`src/ooo_pkg.sv`:
```
package ooo_pkg;

    //////////////////////////////
    // sizes
    //////////////////////////////

    // reorder buffer depth and tag width
    localparam int rob_size = 8;
    localparam int rob_tag_bits = 3;

    // dispatch queue depth, also the credit count after reset
    localparam int queue_depth = 4;
    localparam int queue_ptr_bits = $clog2(queue_depth);
    // wide enough to count 0..queue_depth
    localparam int credit_bits = 3;

    // result pipeline slots in the functional unit
    localparam int fu_slots = 3;

    // architectural register file
    localparam int reg_count = 32;
    localparam int reg_bits = 5;
    localparam int data_bits = 32;
    localparam logic [reg_bits-1:0] zero_reg = '0;

    //////////////////////////////
    // encodings
    //////////////////////////////

    typedef enum logic [2:0] {
        op_add,
        op_sub,
        op_and,
        op_xor,
        op_mul,
        op_store,
        op_trap
    } opcode_t;

    typedef enum logic [1:0] {
        st_empty,
        st_busy,
        st_ready
    } entry_state_t;

    //////////////////////////////
    // packets
    //////////////////////////////

    // decoded instruction from the source, operands included
    typedef struct packed {
        logic valid;
        opcode_t opcode;
        logic [reg_bits-1:0] dest;
        logic [data_bits-1:0] operand_a;
        logic [data_bits-1:0] operand_b;
    } instr_packet_t;

    // dispatch to functional unit
    typedef struct packed {
        logic valid;
        logic [rob_tag_bits-1:0] tag;
        opcode_t opcode;
        logic [data_bits-1:0] operand_a;
        logic [data_bits-1:0] operand_b;
    } issue_packet_t;

    // single result bus back into the rob
    typedef struct packed {
        logic valid;
        logic [rob_tag_bits-1:0] tag;
        logic [data_bits-1:0] value;
    } result_packet_t;

    // rob head entry as seen by retire
    typedef struct packed {
        logic valid;
        logic ready;
        opcode_t opcode;
        logic [reg_bits-1:0] dest;
        logic [data_bits-1:0] value;
    } head_packet_t;

    typedef struct packed {
        logic valid;
        logic [reg_bits-1:0] dest;
        logic [data_bits-1:0] value;
        logic reg_valid;
    } commit_packet_t;

    typedef struct packed {
        logic valid;
        logic [data_bits-1:0] address;
    } store_packet_t;

endpackage
```
`src/ooo_core_top.sv`:
```
`timescale 1ns/1ps

module ooo_core_top (
    input logic clock,
    input logic reset,
    input ooo_pkg::instr_packet_t instr_in,
    output logic credit_return,
    output ooo_pkg::commit_packet_t commit_out,
    output ooo_pkg::store_packet_t store_out,
    output logic flush_out
);

    //////////////////////////////
    // internal wires
    //////////////////////////////

    // dispatch and rob handshake
    logic alloc_req;
    ooo_pkg::opcode_t alloc_opcode;
    logic [ooo_pkg::reg_bits-1:0] alloc_dest;
    logic alloc_grant;
    logic [ooo_pkg::rob_tag_bits-1:0] alloc_tag;

    // execute side
    ooo_pkg::issue_packet_t issue_bus;
    ooo_pkg::result_packet_t result_bus;
    logic fu_ready;

    // retire side
    ooo_pkg::head_packet_t head;
    logic retire_entry;
    logic flush;

    dispatch_stage dispatch_stage_inst (
        .clock(clock),
        .reset(reset),
        .instr_in(instr_in),
        .credit_return(credit_return),
        .fu_ready(fu_ready),
        .alloc_req(alloc_req),
        .alloc_opcode(alloc_opcode),
        .alloc_dest(alloc_dest),
        .alloc_grant(alloc_grant),
        .alloc_tag(alloc_tag),
        .issue_out(issue_bus)
    );

    reorder_buffer reorder_buffer_inst (
        .clock(clock),
        .reset(reset),
        .alloc_req(alloc_req),
        .alloc_opcode(alloc_opcode),
        .alloc_dest(alloc_dest),
        .alloc_grant(alloc_grant),
        .alloc_tag(alloc_tag),
        .result_bus(result_bus),
        .retire_entry(retire_entry),
        .flush(flush),
        .head(head)
    );

    // queue-front opcode doubles as the fu slot lookahead
    functional_unit functional_unit_inst (
        .clock(clock),
        .reset(reset),
        .issue_in(issue_bus),
        .peek_opcode(alloc_opcode),
        .flush(flush),
        .fu_ready(fu_ready),
        .result_bus(result_bus)
    );

    retire_stage retire_stage_inst (
        .clock(clock),
        .reset(reset),
        .head(head),
        .retire_entry(retire_entry),
        .flush(flush),
        .commit_out(commit_out),
        .store_out(store_out),
        .flush_out(flush_out)
    );

endmodule

```
`src/retire_stage.sv`:
```
`timescale 1ns/1ps

module retire_stage (
    input logic clock,
    input logic reset,
    input ooo_pkg::head_packet_t head,
    output logic retire_entry,
    output logic flush,
    output ooo_pkg::commit_packet_t commit_out,
    output ooo_pkg::store_packet_t store_out,
    output logic flush_out
);

    // architectural state
    logic [ooo_pkg::data_bits-1:0] regfile [ooo_pkg::reg_count];

    logic head_writes;
    logic commit_fire;
    logic store_fire;
    logic reg_write;

    // registered outputs, valids under reset
    logic commit_valid;
    logic [ooo_pkg::reg_bits-1:0] commit_dest;
    logic commit_reg_valid;
    logic store_valid;
    logic [ooo_pkg::data_bits-1:0] store_addr;

    // alu and mul ops target the register file
    function automatic logic writes_register(input ooo_pkg::opcode_t op);
        return op inside {ooo_pkg::op_add, ooo_pkg::op_sub, ooo_pkg::op_and,
                          ooo_pkg::op_xor, ooo_pkg::op_mul};
    endfunction

    // one entry per cycle, straight from a ready head
    assign retire_entry = head.valid && head.ready;
    // trap retires and flushes on the same edge
    assign flush = retire_entry && (head.opcode == ooo_pkg::op_trap);

    assign head_writes = writes_register(head.opcode);
    assign commit_fire = retire_entry && head_writes;
    assign store_fire = retire_entry && (head.opcode == ooo_pkg::op_store);
    assign reg_write = commit_fire && (head.dest != ooo_pkg::zero_reg);

    always_ff @(posedge clock or posedge reset) begin
        if (reset) begin
            commit_valid <= 1'b0;
            store_valid <= 1'b0;
            flush_out <= 1'b0;
        end else begin
            commit_valid <= commit_fire;
            store_valid <= store_fire;
            flush_out <= flush;
        end
    end

    always_ff @(posedge clock) begin
        if (commit_fire) begin
            commit_dest <= head.dest;
            commit_reg_valid <= (head.dest != ooo_pkg::zero_reg);
        end
        if (store_fire) begin
            store_addr <= head.value;
        end
        // r0 stays zero
        if (reg_write) begin
            regfile[head.dest] <= head.value;
        end
    end

    // commit shows what landed in the register file, r0 reads as zero
    always_comb begin
        commit_out.valid = commit_valid;
        commit_out.dest = commit_dest;
        commit_out.reg_valid = commit_reg_valid;
        commit_out.value = commit_reg_valid ? regfile[commit_dest] : '0;
        store_out.valid = store_valid;
        store_out.address = store_addr;
    end

endmodule

```
`src/functional_unit.sv`:
```
`timescale 1ns/1ps

module functional_unit (
    input logic clock,
    input logic reset,
    input ooo_pkg::issue_packet_t issue_in,
    // opcode at the dispatch queue front
    input ooo_pkg::opcode_t peek_opcode,
    input logic flush,
    output logic fu_ready,
    output ooo_pkg::result_packet_t result_bus
);

    localparam int last_slot = ooo_pkg::fu_slots - 1;

    // slot 0 is the mul entry point, the last slot drives the result bus
    logic [ooo_pkg::fu_slots-1:0] slot_valid;
    logic [ooo_pkg::rob_tag_bits-1:0] slot_tag [ooo_pkg::fu_slots];
    logic [ooo_pkg::data_bits-1:0] slot_value [ooo_pkg::fu_slots];

    logic issue_mul;
    logic issue_short;
    logic [ooo_pkg::data_bits-1:0] issue_value;

    // result computed at issue, then carried down the slots
    function automatic logic [ooo_pkg::data_bits-1:0] compute(
        input ooo_pkg::opcode_t op,
        input logic [ooo_pkg::data_bits-1:0] a,
        input logic [ooo_pkg::data_bits-1:0] b
    );
        logic [ooo_pkg::data_bits-1:0] res;
        case (op)
            ooo_pkg::op_add: res = a + b;
            ooo_pkg::op_sub: res = a - b;
            ooo_pkg::op_and: res = a & b;
            ooo_pkg::op_xor: res = a ^ b;
            // lower half of the product
            ooo_pkg::op_mul: res = a * b;
            // store value is its address
            ooo_pkg::op_store: res = a + b;
            default: res = '0;
        endcase
        return res;
    endfunction

    assign issue_mul = issue_in.valid && (issue_in.opcode == ooo_pkg::op_mul);
    assign issue_short = issue_in.valid && (issue_in.opcode != ooo_pkg::op_mul);
    assign issue_value = compute(issue_in.opcode, issue_in.operand_a, issue_in.operand_b);

    // short op lands in the last slot, which the slot before it refills
    // slot 0 empties every cycle so a mul always fits
    assign fu_ready = (peek_opcode == ooo_pkg::op_mul) || !slot_valid[last_slot-1];

    always_comb begin
        result_bus.valid = slot_valid[last_slot];
        result_bus.tag = slot_tag[last_slot];
        result_bus.value = slot_value[last_slot];
    end

    always_ff @(posedge clock or posedge reset) begin
        if (reset) begin
            slot_valid <= '0;
        end else if (flush) begin
            // every in-flight result belongs to a flushed entry
            slot_valid <= '0;
        end else begin
            slot_valid <= {slot_valid[last_slot-1:0], issue_mul};
            if (issue_short) begin
                slot_valid[last_slot] <= 1'b1;
            end
        end
    end

    always_ff @(posedge clock) begin
        slot_tag[0] <= issue_in.tag;
        slot_value[0] <= issue_value;
        for (int i = 1; i < ooo_pkg::fu_slots; i++) begin
            slot_tag[i] <= slot_tag[i-1];
            slot_value[i] <= slot_value[i-1];
        end
        if (issue_short) begin
            slot_tag[last_slot] <= issue_in.tag;
            slot_value[last_slot] <= issue_value;
        end
    end

endmodule

```
`src/dispatch_stage.sv`:
```
`timescale 1ns/1ps

module dispatch_stage (
    input logic clock,
    input logic reset,
    input ooo_pkg::instr_packet_t instr_in,
    output logic credit_return,
    input logic fu_ready,
    output logic alloc_req,
    output ooo_pkg::opcode_t alloc_opcode,
    output logic [ooo_pkg::reg_bits-1:0] alloc_dest,
    input logic alloc_grant,
    input logic [ooo_pkg::rob_tag_bits-1:0] alloc_tag,
    output ooo_pkg::issue_packet_t issue_out
);

    // instruction queue, sized to the credit pool
    ooo_pkg::instr_packet_t queue_mem [ooo_pkg::queue_depth];
    logic [ooo_pkg::queue_ptr_bits-1:0] rd_ptr;
    logic [ooo_pkg::queue_ptr_bits-1:0] wr_ptr;
    logic [ooo_pkg::credit_bits-1:0] count;

    ooo_pkg::instr_packet_t front;
    logic push;
    logic pop;

    assign front = queue_mem[rd_ptr];
    // source holds a credit for every valid beat, never refused
    assign push = instr_in.valid;
    assign pop = alloc_grant;

    // front entry asks for a tag only if the fu can take its opcode
    assign alloc_req = (count != '0) && fu_ready;
    assign alloc_opcode = front.opcode;
    assign alloc_dest = front.dest;

    // issue goes out in the grant cycle with the granted tag
    always_comb begin
        issue_out.valid = pop;
        issue_out.tag = alloc_tag;
        issue_out.opcode = front.opcode;
        issue_out.operand_a = front.operand_a;
        issue_out.operand_b = front.operand_b;
    end

    // one credit back per popped entry
    assign credit_return = pop;

    always_ff @(posedge clock or posedge reset) begin
        if (reset) begin
            rd_ptr <= '0;
            wr_ptr <= '0;
            count <= '0;
        end else begin
            if (push) begin
                wr_ptr <= wr_ptr + 1'b1;
            end
            if (pop) begin
                rd_ptr <= rd_ptr + 1'b1;
            end
            // push and pop together leave the count alone
            case ({push, pop})
                2'b10: count <= count + 1'b1;
                2'b01: count <= count - 1'b1;
                default: count <= count;
            endcase
        end
    end

    always_ff @(posedge clock) begin
        if (push) begin
            queue_mem[wr_ptr] <= instr_in;
        end
    end

endmodule

```
`src/reorder_buffer.sv`:
```
`timescale 1ns/1ps

module reorder_buffer (
    input logic clock,
    input logic reset,
    // allocation from dispatch
    input logic alloc_req,
    input ooo_pkg::opcode_t alloc_opcode,
    input logic [ooo_pkg::reg_bits-1:0] alloc_dest,
    output logic alloc_grant,
    output logic [ooo_pkg::rob_tag_bits-1:0] alloc_tag,
    // completion from the functional unit
    input ooo_pkg::result_packet_t result_bus,
    // retire control
    input logic retire_entry,
    input logic flush,
    output ooo_pkg::head_packet_t head
);

    //////////////////////////////
    // storage
    //////////////////////////////

    // per-entry state, reset to empty
    ooo_pkg::entry_state_t entry_state [ooo_pkg::rob_size];
    // per-entry payload
    logic [ooo_pkg::data_bits-1:0] entry_value [ooo_pkg::rob_size];
    logic [ooo_pkg::reg_bits-1:0] entry_dest [ooo_pkg::rob_size];
    ooo_pkg::opcode_t entry_opcode [ooo_pkg::rob_size];

    // extra msb on each pointer tells full from empty
    logic [ooo_pkg::rob_tag_bits:0] head_ptr;
    logic [ooo_pkg::rob_tag_bits:0] tail_ptr;

    logic [ooo_pkg::rob_tag_bits-1:0] head_idx;
    logic [ooo_pkg::rob_tag_bits-1:0] tail_idx;
    logic rob_full;
    logic do_alloc;

    assign head_idx = head_ptr[ooo_pkg::rob_tag_bits-1:0];
    assign tail_idx = tail_ptr[ooo_pkg::rob_tag_bits-1:0];

    // same slot, opposite lap
    assign rob_full = (head_idx == tail_idx) &&
                      (head_ptr[ooo_pkg::rob_tag_bits] != tail_ptr[ooo_pkg::rob_tag_bits]);

    //////////////////////////////
    // allocation handshake
    //////////////////////////////

    // no allocation while the buffer is being flushed
    assign alloc_grant = alloc_req && !rob_full && !flush;
    assign do_alloc = alloc_grant;
    // the next free slot is always the tail
    assign alloc_tag = tail_idx;

    //////////////////////////////
    // head view for retire
    //////////////////////////////

    always_comb begin
        head.valid = (entry_state[head_idx] != ooo_pkg::st_empty);
        head.ready = (entry_state[head_idx] == ooo_pkg::st_ready);
        head.opcode = entry_opcode[head_idx];
        head.dest = entry_dest[head_idx];
        head.value = entry_value[head_idx];
    end

    //////////////////////////////
    // state and pointers
    //////////////////////////////

    always_ff @(posedge clock or posedge reset) begin
        if (reset) begin
            for (int i = 0; i < ooo_pkg::rob_size; i++) begin
                entry_state[i] <= ooo_pkg::st_empty;
            end
            head_ptr <= '0;
            tail_ptr <= '0;
        end else begin
            // new instruction enters busy at the tail
            if (do_alloc) begin
                entry_state[tail_idx] <= ooo_pkg::st_busy;
                tail_ptr <= tail_ptr + 1'b1;
            end

            // completion, possibly out of order
            if (result_bus.valid) begin
                entry_state[result_bus.tag] <= ooo_pkg::st_ready;
            end

            // in-order retire of the head
            if (retire_entry) begin
                if (flush) begin
                    // trap retires and takes every younger entry with it
                    for (int i = 0; i < ooo_pkg::rob_size; i++) begin
                        entry_state[i] <= ooo_pkg::st_empty;
                    end
                    head_ptr <= tail_ptr;
                end else begin
                    entry_state[head_idx] <= ooo_pkg::st_empty;
                    head_ptr <= head_ptr + 1'b1;
                end
            end
        end
    end

    //////////////////////////////
    // payload
    //////////////////////////////

    // state alone marks an entry live, payload needs no clear
    always_ff @(posedge clock) begin
        if (do_alloc) begin
            entry_opcode[tail_idx] <= alloc_opcode;
            entry_dest[tail_idx] <= alloc_dest;
        end
        if (result_bus.valid) begin
            entry_value[result_bus.tag] <= result_bus.value;
        end
    end

endmodule

```
`config.mk`:
```
export PLATFORM = sky130hd
export DESIGN_NAME = ooo_core_top
export DESIGN_NICKNAME = d
export VERILOG_FILES = /design/src/ooo_pkg.sv /design/src/ooo_core_top.sv /design/src/retire_stage.sv /design/src/functional_unit.sv /design/src/dispatch_stage.sv /design/src/reorder_buffer.sv
export SDC_FILE = /design/constraint.sdc
export NUM_CORES = 2
export LEC_CHECK = 0
export BUFFER_PORTS_ARGS = -buffer_cell sky130_fd_sc_hd__buf_2
export CELL_PAD_IN_SITES_DETAIL_PLACEMENT = 1
export CELL_PAD_IN_SITES_GLOBAL_PLACEMENT = 1
export CORE_MARGIN = 10
export CORE_UTILIZATION = 35
export DETAILED_ROUTE_END_ITERATION = 10
export GPL_TIMING_DRIVEN = 0
export PLACE_DENSITY = 0.55
export SKIP_CTS_REPAIR_TIMING = 1
export SYNTH_ARGS = -nofsm -noshare
export SYNTH_HDL_FRONTEND = slang
export SYNTH_SLANG_ARGS = --single-unit
```
`constraint.sdc`:
```
create_clock -name clock -period 12.4 [get_ports clock]
set_input_delay 1.86 -clock clock [delete_from_list [all_inputs] [get_ports clock]]
set_output_delay 1.86 -clock clock [all_outputs]
set_load 0.02 [all_outputs]
```
; ---- Yosys cells after proc, flatten, opt, wreduce, memory -nomap -nowiden
; Memories as Yosys holds them, arrays and structs flattened. A register that Yosys moved wholly into a read port is not among the register bits.
; Index checks and enable logic that the tools add are counted.
[totals]
inputBits = 75
elab_cells = 132
output_inout_bits = 74
ff_bits = 75
mem_bits_rw = 1741
memories = 7
[mem_list]
columns = memory, depth, width, read_ports, rd_ports_with_merged_regs, write_ports, line_no
row1 = retire_stage_inst.regfile, 32, 32, 1, 1, 1, retire_stage.sv:15  ; logic [ooo_pkg::data_bits-1:0] regfile [ooo_pkg::reg_count];
row2 = dispatch_stage_inst.queue_mem, 4, 73, 1, 0, 1, dispatch_stage.sv:18  ; ooo_pkg::instr_packet_t queue_mem [ooo_pkg::queue_depth];
row3 = reorder_buffer_inst.entry_value, 8, 32, 1, 0, 1, reorder_buffer.sv:27  ; logic [ooo_pkg::data_bits-1:0] entry_value [ooo_pkg::rob_size];
row4 = functional_unit_inst.slot_value, 3, 32, 3, 0, 3, functional_unit.sv:19  ; logic [ooo_pkg::data_bits-1:0] slot_value [ooo_pkg::fu_slots];
row5 = reorder_buffer_inst.entry_dest, 8, 5, 1, 0, 1, reorder_buffer.sv:28  ; logic [ooo_pkg::reg_bits-1:0] entry_dest [ooo_pkg::rob_size];
row6 = reorder_buffer_inst.entry_opcode, 8, 3, 1, 0, 1, reorder_buffer.sv:29  ; ooo_pkg::opcode_t entry_opcode [ooo_pkg::rob_size];
row7 = +1 memories, -, -, -, -, -, -
[op_classes]
multipliers = 1
addsub = 8
reduce_logical = 26
bitwise = 15
n_eq_ne = 17
n_lt_le_gt_ge = 6
muxes = 32
[op_table]
columns = op, n
row1 = 32-bit one-hot mux with 5 select lines, 1
row2 = 16-bit two-way mux, 4
row3 = 32-bit two-way mux, 2
row4 = 32-bit adder, 1
row5 = 32-bit AND, 1
row6 = 32-bit by 32-bit multiplier with 32-bit output, 1
row7 = 32-bit subtractor, 1
row8 = 32-bit XOR, 1
row9 = 2-bit demux with 3-bit select, 3
row10 = 16-bit AND, 1
row11 = 8-bit AND, 2
row12 = 16-bit NOT, 1
row13 = 8-bit NOT, 2
row14 = 8-bit OR, 2
row15 = "3-bit equality test, second input constant", 5
row16 = 1-bit logical AND, 14
row17 = "3-bit by 2-bit equality test with 1-bit output, second input constant", 4
row18 = "4-bit greater-or-equal comparator, second input constant", 3
row19 = "4-bit by 1-bit less-than comparator with 1-bit output, second input constant", 3
row20 = 3-bit NOT with 4-bit output, 3
row21 = 1-bit two-way mux, 11
row22 = 2-bit two-way mux, 5
row23 = 5-bit nonzero test, 2
row24 = "4-bit by 1-bit adder with 4-bit output, second input constant", 2
row25 = other kinds (21), 30

; ---- Logic depth before layout (Yosys ltp)
[depth]
ltp_word = 15
depth_mapped = 37
depth_no_buf = 31

; ---- Hierarchy
; A second synthesis with hierarchy kept.
[unflattened]
hier_cells = 5371
hier_area_um2 = 86544.3
[by_module_without_submodules]
columns = module, seq_area_each_um2, cells_per_inst, area_each_um2, n_inst
row1 = retire_stage, 32065.8, 1761, 40583.9, 1
row2 = functional_unit, 2177.1, 2395, 21568.2, 1
row3 = reorder_buffer, 10209.8, 795, 13539.2, 1
row4 = dispatch_stage, 8823.5, 420, 10852.9, 1

; ---- Worst setup path after synthesis
; Ideal clock, no wire load.
[synth_path]
kind = register to register
from = register dispatch_stage_inst.rd_ptr[0] (netlist bit)
to = memory functional_unit_inst.slot_value[0][31] (netlist bit)
setup_slack_ns = 4.452
t_arrival_ns = 7.813
required_time_ns = 12.265
synth_period_minus_slack_ns = 7.948
setup_time_ns = 0.135
stages_incl_launch_ff = 34
n_path_buf = 7
cell_sequence = dfrtp_1 buf_6 buf_6 buf_6 buf_4 buf_4 mux2i_1 nand2_1 nand2_1 clkbuf_1 clkbuf_1 nor2_1 fa_1 inv_1 fa_1 fa_1 fa_1 inv_1 fa_1 fa_1 fa_1 fa_1 ha_1 a21o_1 a21oi_1 nor2_1 a211oi_1 o21bai_1 a21oi_1 o21ai_0 a211oi_1 nor3_1 xnor2_1 o21ai_0
[synth_lines]
columns = element, line_no
row1 = "start, declared", dispatch_stage.sv:19  ; logic [ooo_pkg::queue_ptr_bits-1:0] rd_ptr;
row2 = "start signal, assigned", dispatch_stage.sv:59  ; rd_ptr <= rd_ptr + 1'b1;
row3 = "end, declared", functional_unit.sv:19

==> flow_summary_export.csv <==
group,metric,value,unit
outcome,status,"complete, but fails checks",
outcome,violations,"capacitance limit",
timing,clock_skew,0.0776,ns
yosys,yosys.area.top_type,"edfxtp_1",
yosys,synth-seq-area-share,62.4,%
die,coreArea,0.243,mm2
clock_tree,htreeDepth,4,
die,fp.dieW,514,um
layout,regArea,0.0533,mm2
timing,worst-slew-pin-transition,1.48,ns
layout,multi_input_area,0.0299,mm2
layout,drive_above_1_share,16.8,%
die,dieArea,0.264,mm2
timing,min_period,11.87,ns
grt,grt_pass1_wl,387000,um
yosys,ys_types,76,
yosys,synth_top_area_share,58.7,%
timing,fmax,84.3,MHz
yosys,async_reset_ff_share,2.04,%
timing,slew_headroom,0.749,%
clock_tree,clockBufferDepth,3,
setup_path,reg2reg_slack,0.53,ns
min_path,min_path_type,"reg2reg",
layout,nets,6405,
routing,vias,47100,
routing,wl_per_cell,29.6,um
clock_tree,tritoncts.num_buffers,191,
die,start_util,35.1,%
layout,syn_to_final_growth,15.0,%
setup_path,critPathSlowestCell,"o21ai_0",
setup_path,max_stage_delay,0.85,ns
timing,rsz0062_at_grt,"no",
routing,drt_wl_total,269000,um
clock_tree,clock_latency,0.88,ns
grt,grt_pass1_vias,51300,
layout,nFillCells,24200,
yosys,ys_top_cells_by_area,"edfxtp_1 59%, fa_1 9.6%, mux4_2 9.4%",
grt,grt_max_degree,48,
die,die_h,514,um
routing,vias_per_cell,5.18,
yosys,synth_most_common_cell,"edfxtp_1",
placement,portBuffers,148,
timing,min_period_over_period,95.7,%
timing,report.final.slew_viol_count,0,
yosys,avgSynthCellArea,16.2,um2
timing,fin_tns_setup,0,ns
setup_path,criticalPathCategory,"reg2reg",
setup_path,crit_top_cell,"fa_1",
setup_path,arrival,12.61,ns
routing,drt_iter0_drc,3521,
setup_path,crit_fanout,11,
yosys,ys_top_cells_by_count,"1,670 x edfxtp_1, 431 x inv_1, 410 x fa_1",
routing,drc,0,
yosys,synthesis.area,0.0854,mm2
clock_tree,clockRootBuffer,"clkbuf_16",
setup_path,end_kind,"flip-flop",
run,drv_cap,2,
clock_tree,cts_tree,"done",
die,rows,181,
timing,setup_violations,0,
routing,final_antenna_net_count,0,
clock_tree,clkSinkCount,1817,
placement,detailed_place_hpwl,195000,um
setup_path,critPathRequiredTime,13.14,ns
yosys,synth_edf_count,1670,
die,ios,149,
timing,hold_violations,0,
grt,grt_usage,20.2,%
routing,drtPass1Iterations,5,
yosys,syn_inst,5275,
yosys,synth_seq_cells,1817,
grt,antenna_found_initial,24,
setup_path,cp-start-kind,"flip-flop",
grt,grt-ovfl-total,0,
yosys,yosys_warnings,0,
clock_tree,path_clk_slew,0.06,ns
placement,gp_congestion,0.898,
yosys,yosys_most_used_dff,"edfxtp_1",
[sequential cells by signal (all words and copies together), names as in the netlist, named ones only]
| signal | flops |
|---|---|
| reorder_buffer_inst.entry_value | 256 |
| retire_stage_inst.store_addr | 32 |
| dispatch_stage_inst.count | 3 |
| dispatch_stage_inst.queue_mem | 288 |
| retire_stage_inst.store_valid | 1 |
| retire_stage_inst.commit_valid | 1 |
| functional_unit_inst.slot_valid | 3 |
| retire_stage_inst.flush_out | 1 |
| reorder_buffer_inst.entry_state | 16 |
| functional_unit_inst.slot_value | 96 |
| reorder_buffer_inst.tail_ptr | 4 |
| reorder_buffer_inst.entry_opcode | 24 |
| retire_stage_inst.commit_reg_valid | 1 |
| reorder_buffer_inst.entry_dest | 40 |
| dispatch_stage_inst.rd_ptr | 2 |
| functional_unit_inst.slot_tag | 9 |
| retire_stage_inst.commit_dest | 5 |
| retire_stage_inst.regfile | 1024 |
| dispatch_stage_inst.wr_ptr | 2 |
| reorder_buffer_inst.head_ptr | 4 |
[stage by stage]
step,utilization [%],hold WS [ns],setup WS [ns],instances,area [um2]
CTS,40.4,0.268,0.366,9083,98100
detailed placement,37.9,0.313,0.439,8732,92100
global route,40.4,0.267,0.108,9088,98200
floorplan,-,0.310,4.45,5306,85500
global placement,37.1,0.310,0.403,8656,90300
finish,40.4,0.276,0.534,9090,98200
[area by class of cell]
cell class / count / area share (%)
Antenna cell: 3 / 0.00765
Timing Repair Buffer: 228 / 2.34
Sequential cell: 1817 / 54.3
Tap cell: 3202 / 4.08
Buffer: 238 / 0.990
Clock inverter: 98 / 0.906
Multi-Input combinational cell: 2791 / 30.5
Inverter: 460 / 1.76
Clock buffer: 253 / 5.19
[cells by family (layout without fill, tap and decap cells)]
kind of cell	after synthesis	in the layout	synth area share [%]
xor gates and xnor gates	152	152	1.56
other	1	35	0.00439
and+or+nand+nor	1013	1013	5.13
buffers and inverters	698	1277	3.16
AOI/OAI and AO/OA	444	444	3.61
muxes	547	547	11.7
DFF	1817	1817	62.4
adders and majority gates	603	603	12.4
[final timing paths]
kind                                                     endpoint                                   start  cells past startpoint
setup / recovery           functional_unit_inst.slot_value[0][31]           dispatch_stage_inst.rd_ptr[1]                     32
hold / removal             functional_unit_inst.slot_value[1][11]  functional_unit_inst.slot_value[0][11]                      0
setup reg to reg           functional_unit_inst.slot_value[0][31]           dispatch_stage_inst.rd_ptr[1]                     32
hold reg to reg            functional_unit_inst.slot_value[1][11]  functional_unit_inst.slot_value[0][11]                      0
max in group asynchronous          retire_stage_inst.commit_valid                                   reset                      3
min in group asynchronous           dispatch_stage_inst.wr_ptr[0]                                   reset                      2
[critical path, delay by kind of cell (launching register included)]
family | cells | cell delay, ns
flops | 1 | 0.32
simple gates | 3 | 1.59
buf+inv | 10 | 2.63
fa+ha+maj | 10 | 4.11
compound gates | 8 | 2.65
xor+xnor | 1 | 0.43
[cell usage in the layout (no fill, tap or decap), types with 45 or more instances in the layout]
cell       synthesis  final
xnor2_1          110    110
buf_2             14    162
a22oi_1           86     86
nor2_1           397    364
a21oi_1           93     93
mux2i_1          150    150
nand2_1          378    378
ha_1             193    193
clkbuf_1         168    224
mux4_2           358    358
clkinv_1           6     50
and2_1            56     52
o21ai_0           66     65
clkbuf_16          0    194
dfxtp_1          110    110
fa_1             410    410
inv_1            431    426
nor2b_1           45     45
edfxtp_1        1670   1670
[layer usage]
layer | vias to the layer above | routed length (um) | track usage, %
met5 | - | 188 | 0
met3 | 326 | 11600 | 3.20
met2 | 1057 | 136000 | 35.5
met1 | 25400 | 113000 | 25.9
li1 | 20300 | - | -
met4 | 28 | 8260 | 5.78
Power is left out: the tool's default activity adds up to more than one toggle a clock period on the data nets, which glitch-free logic cannot reach.
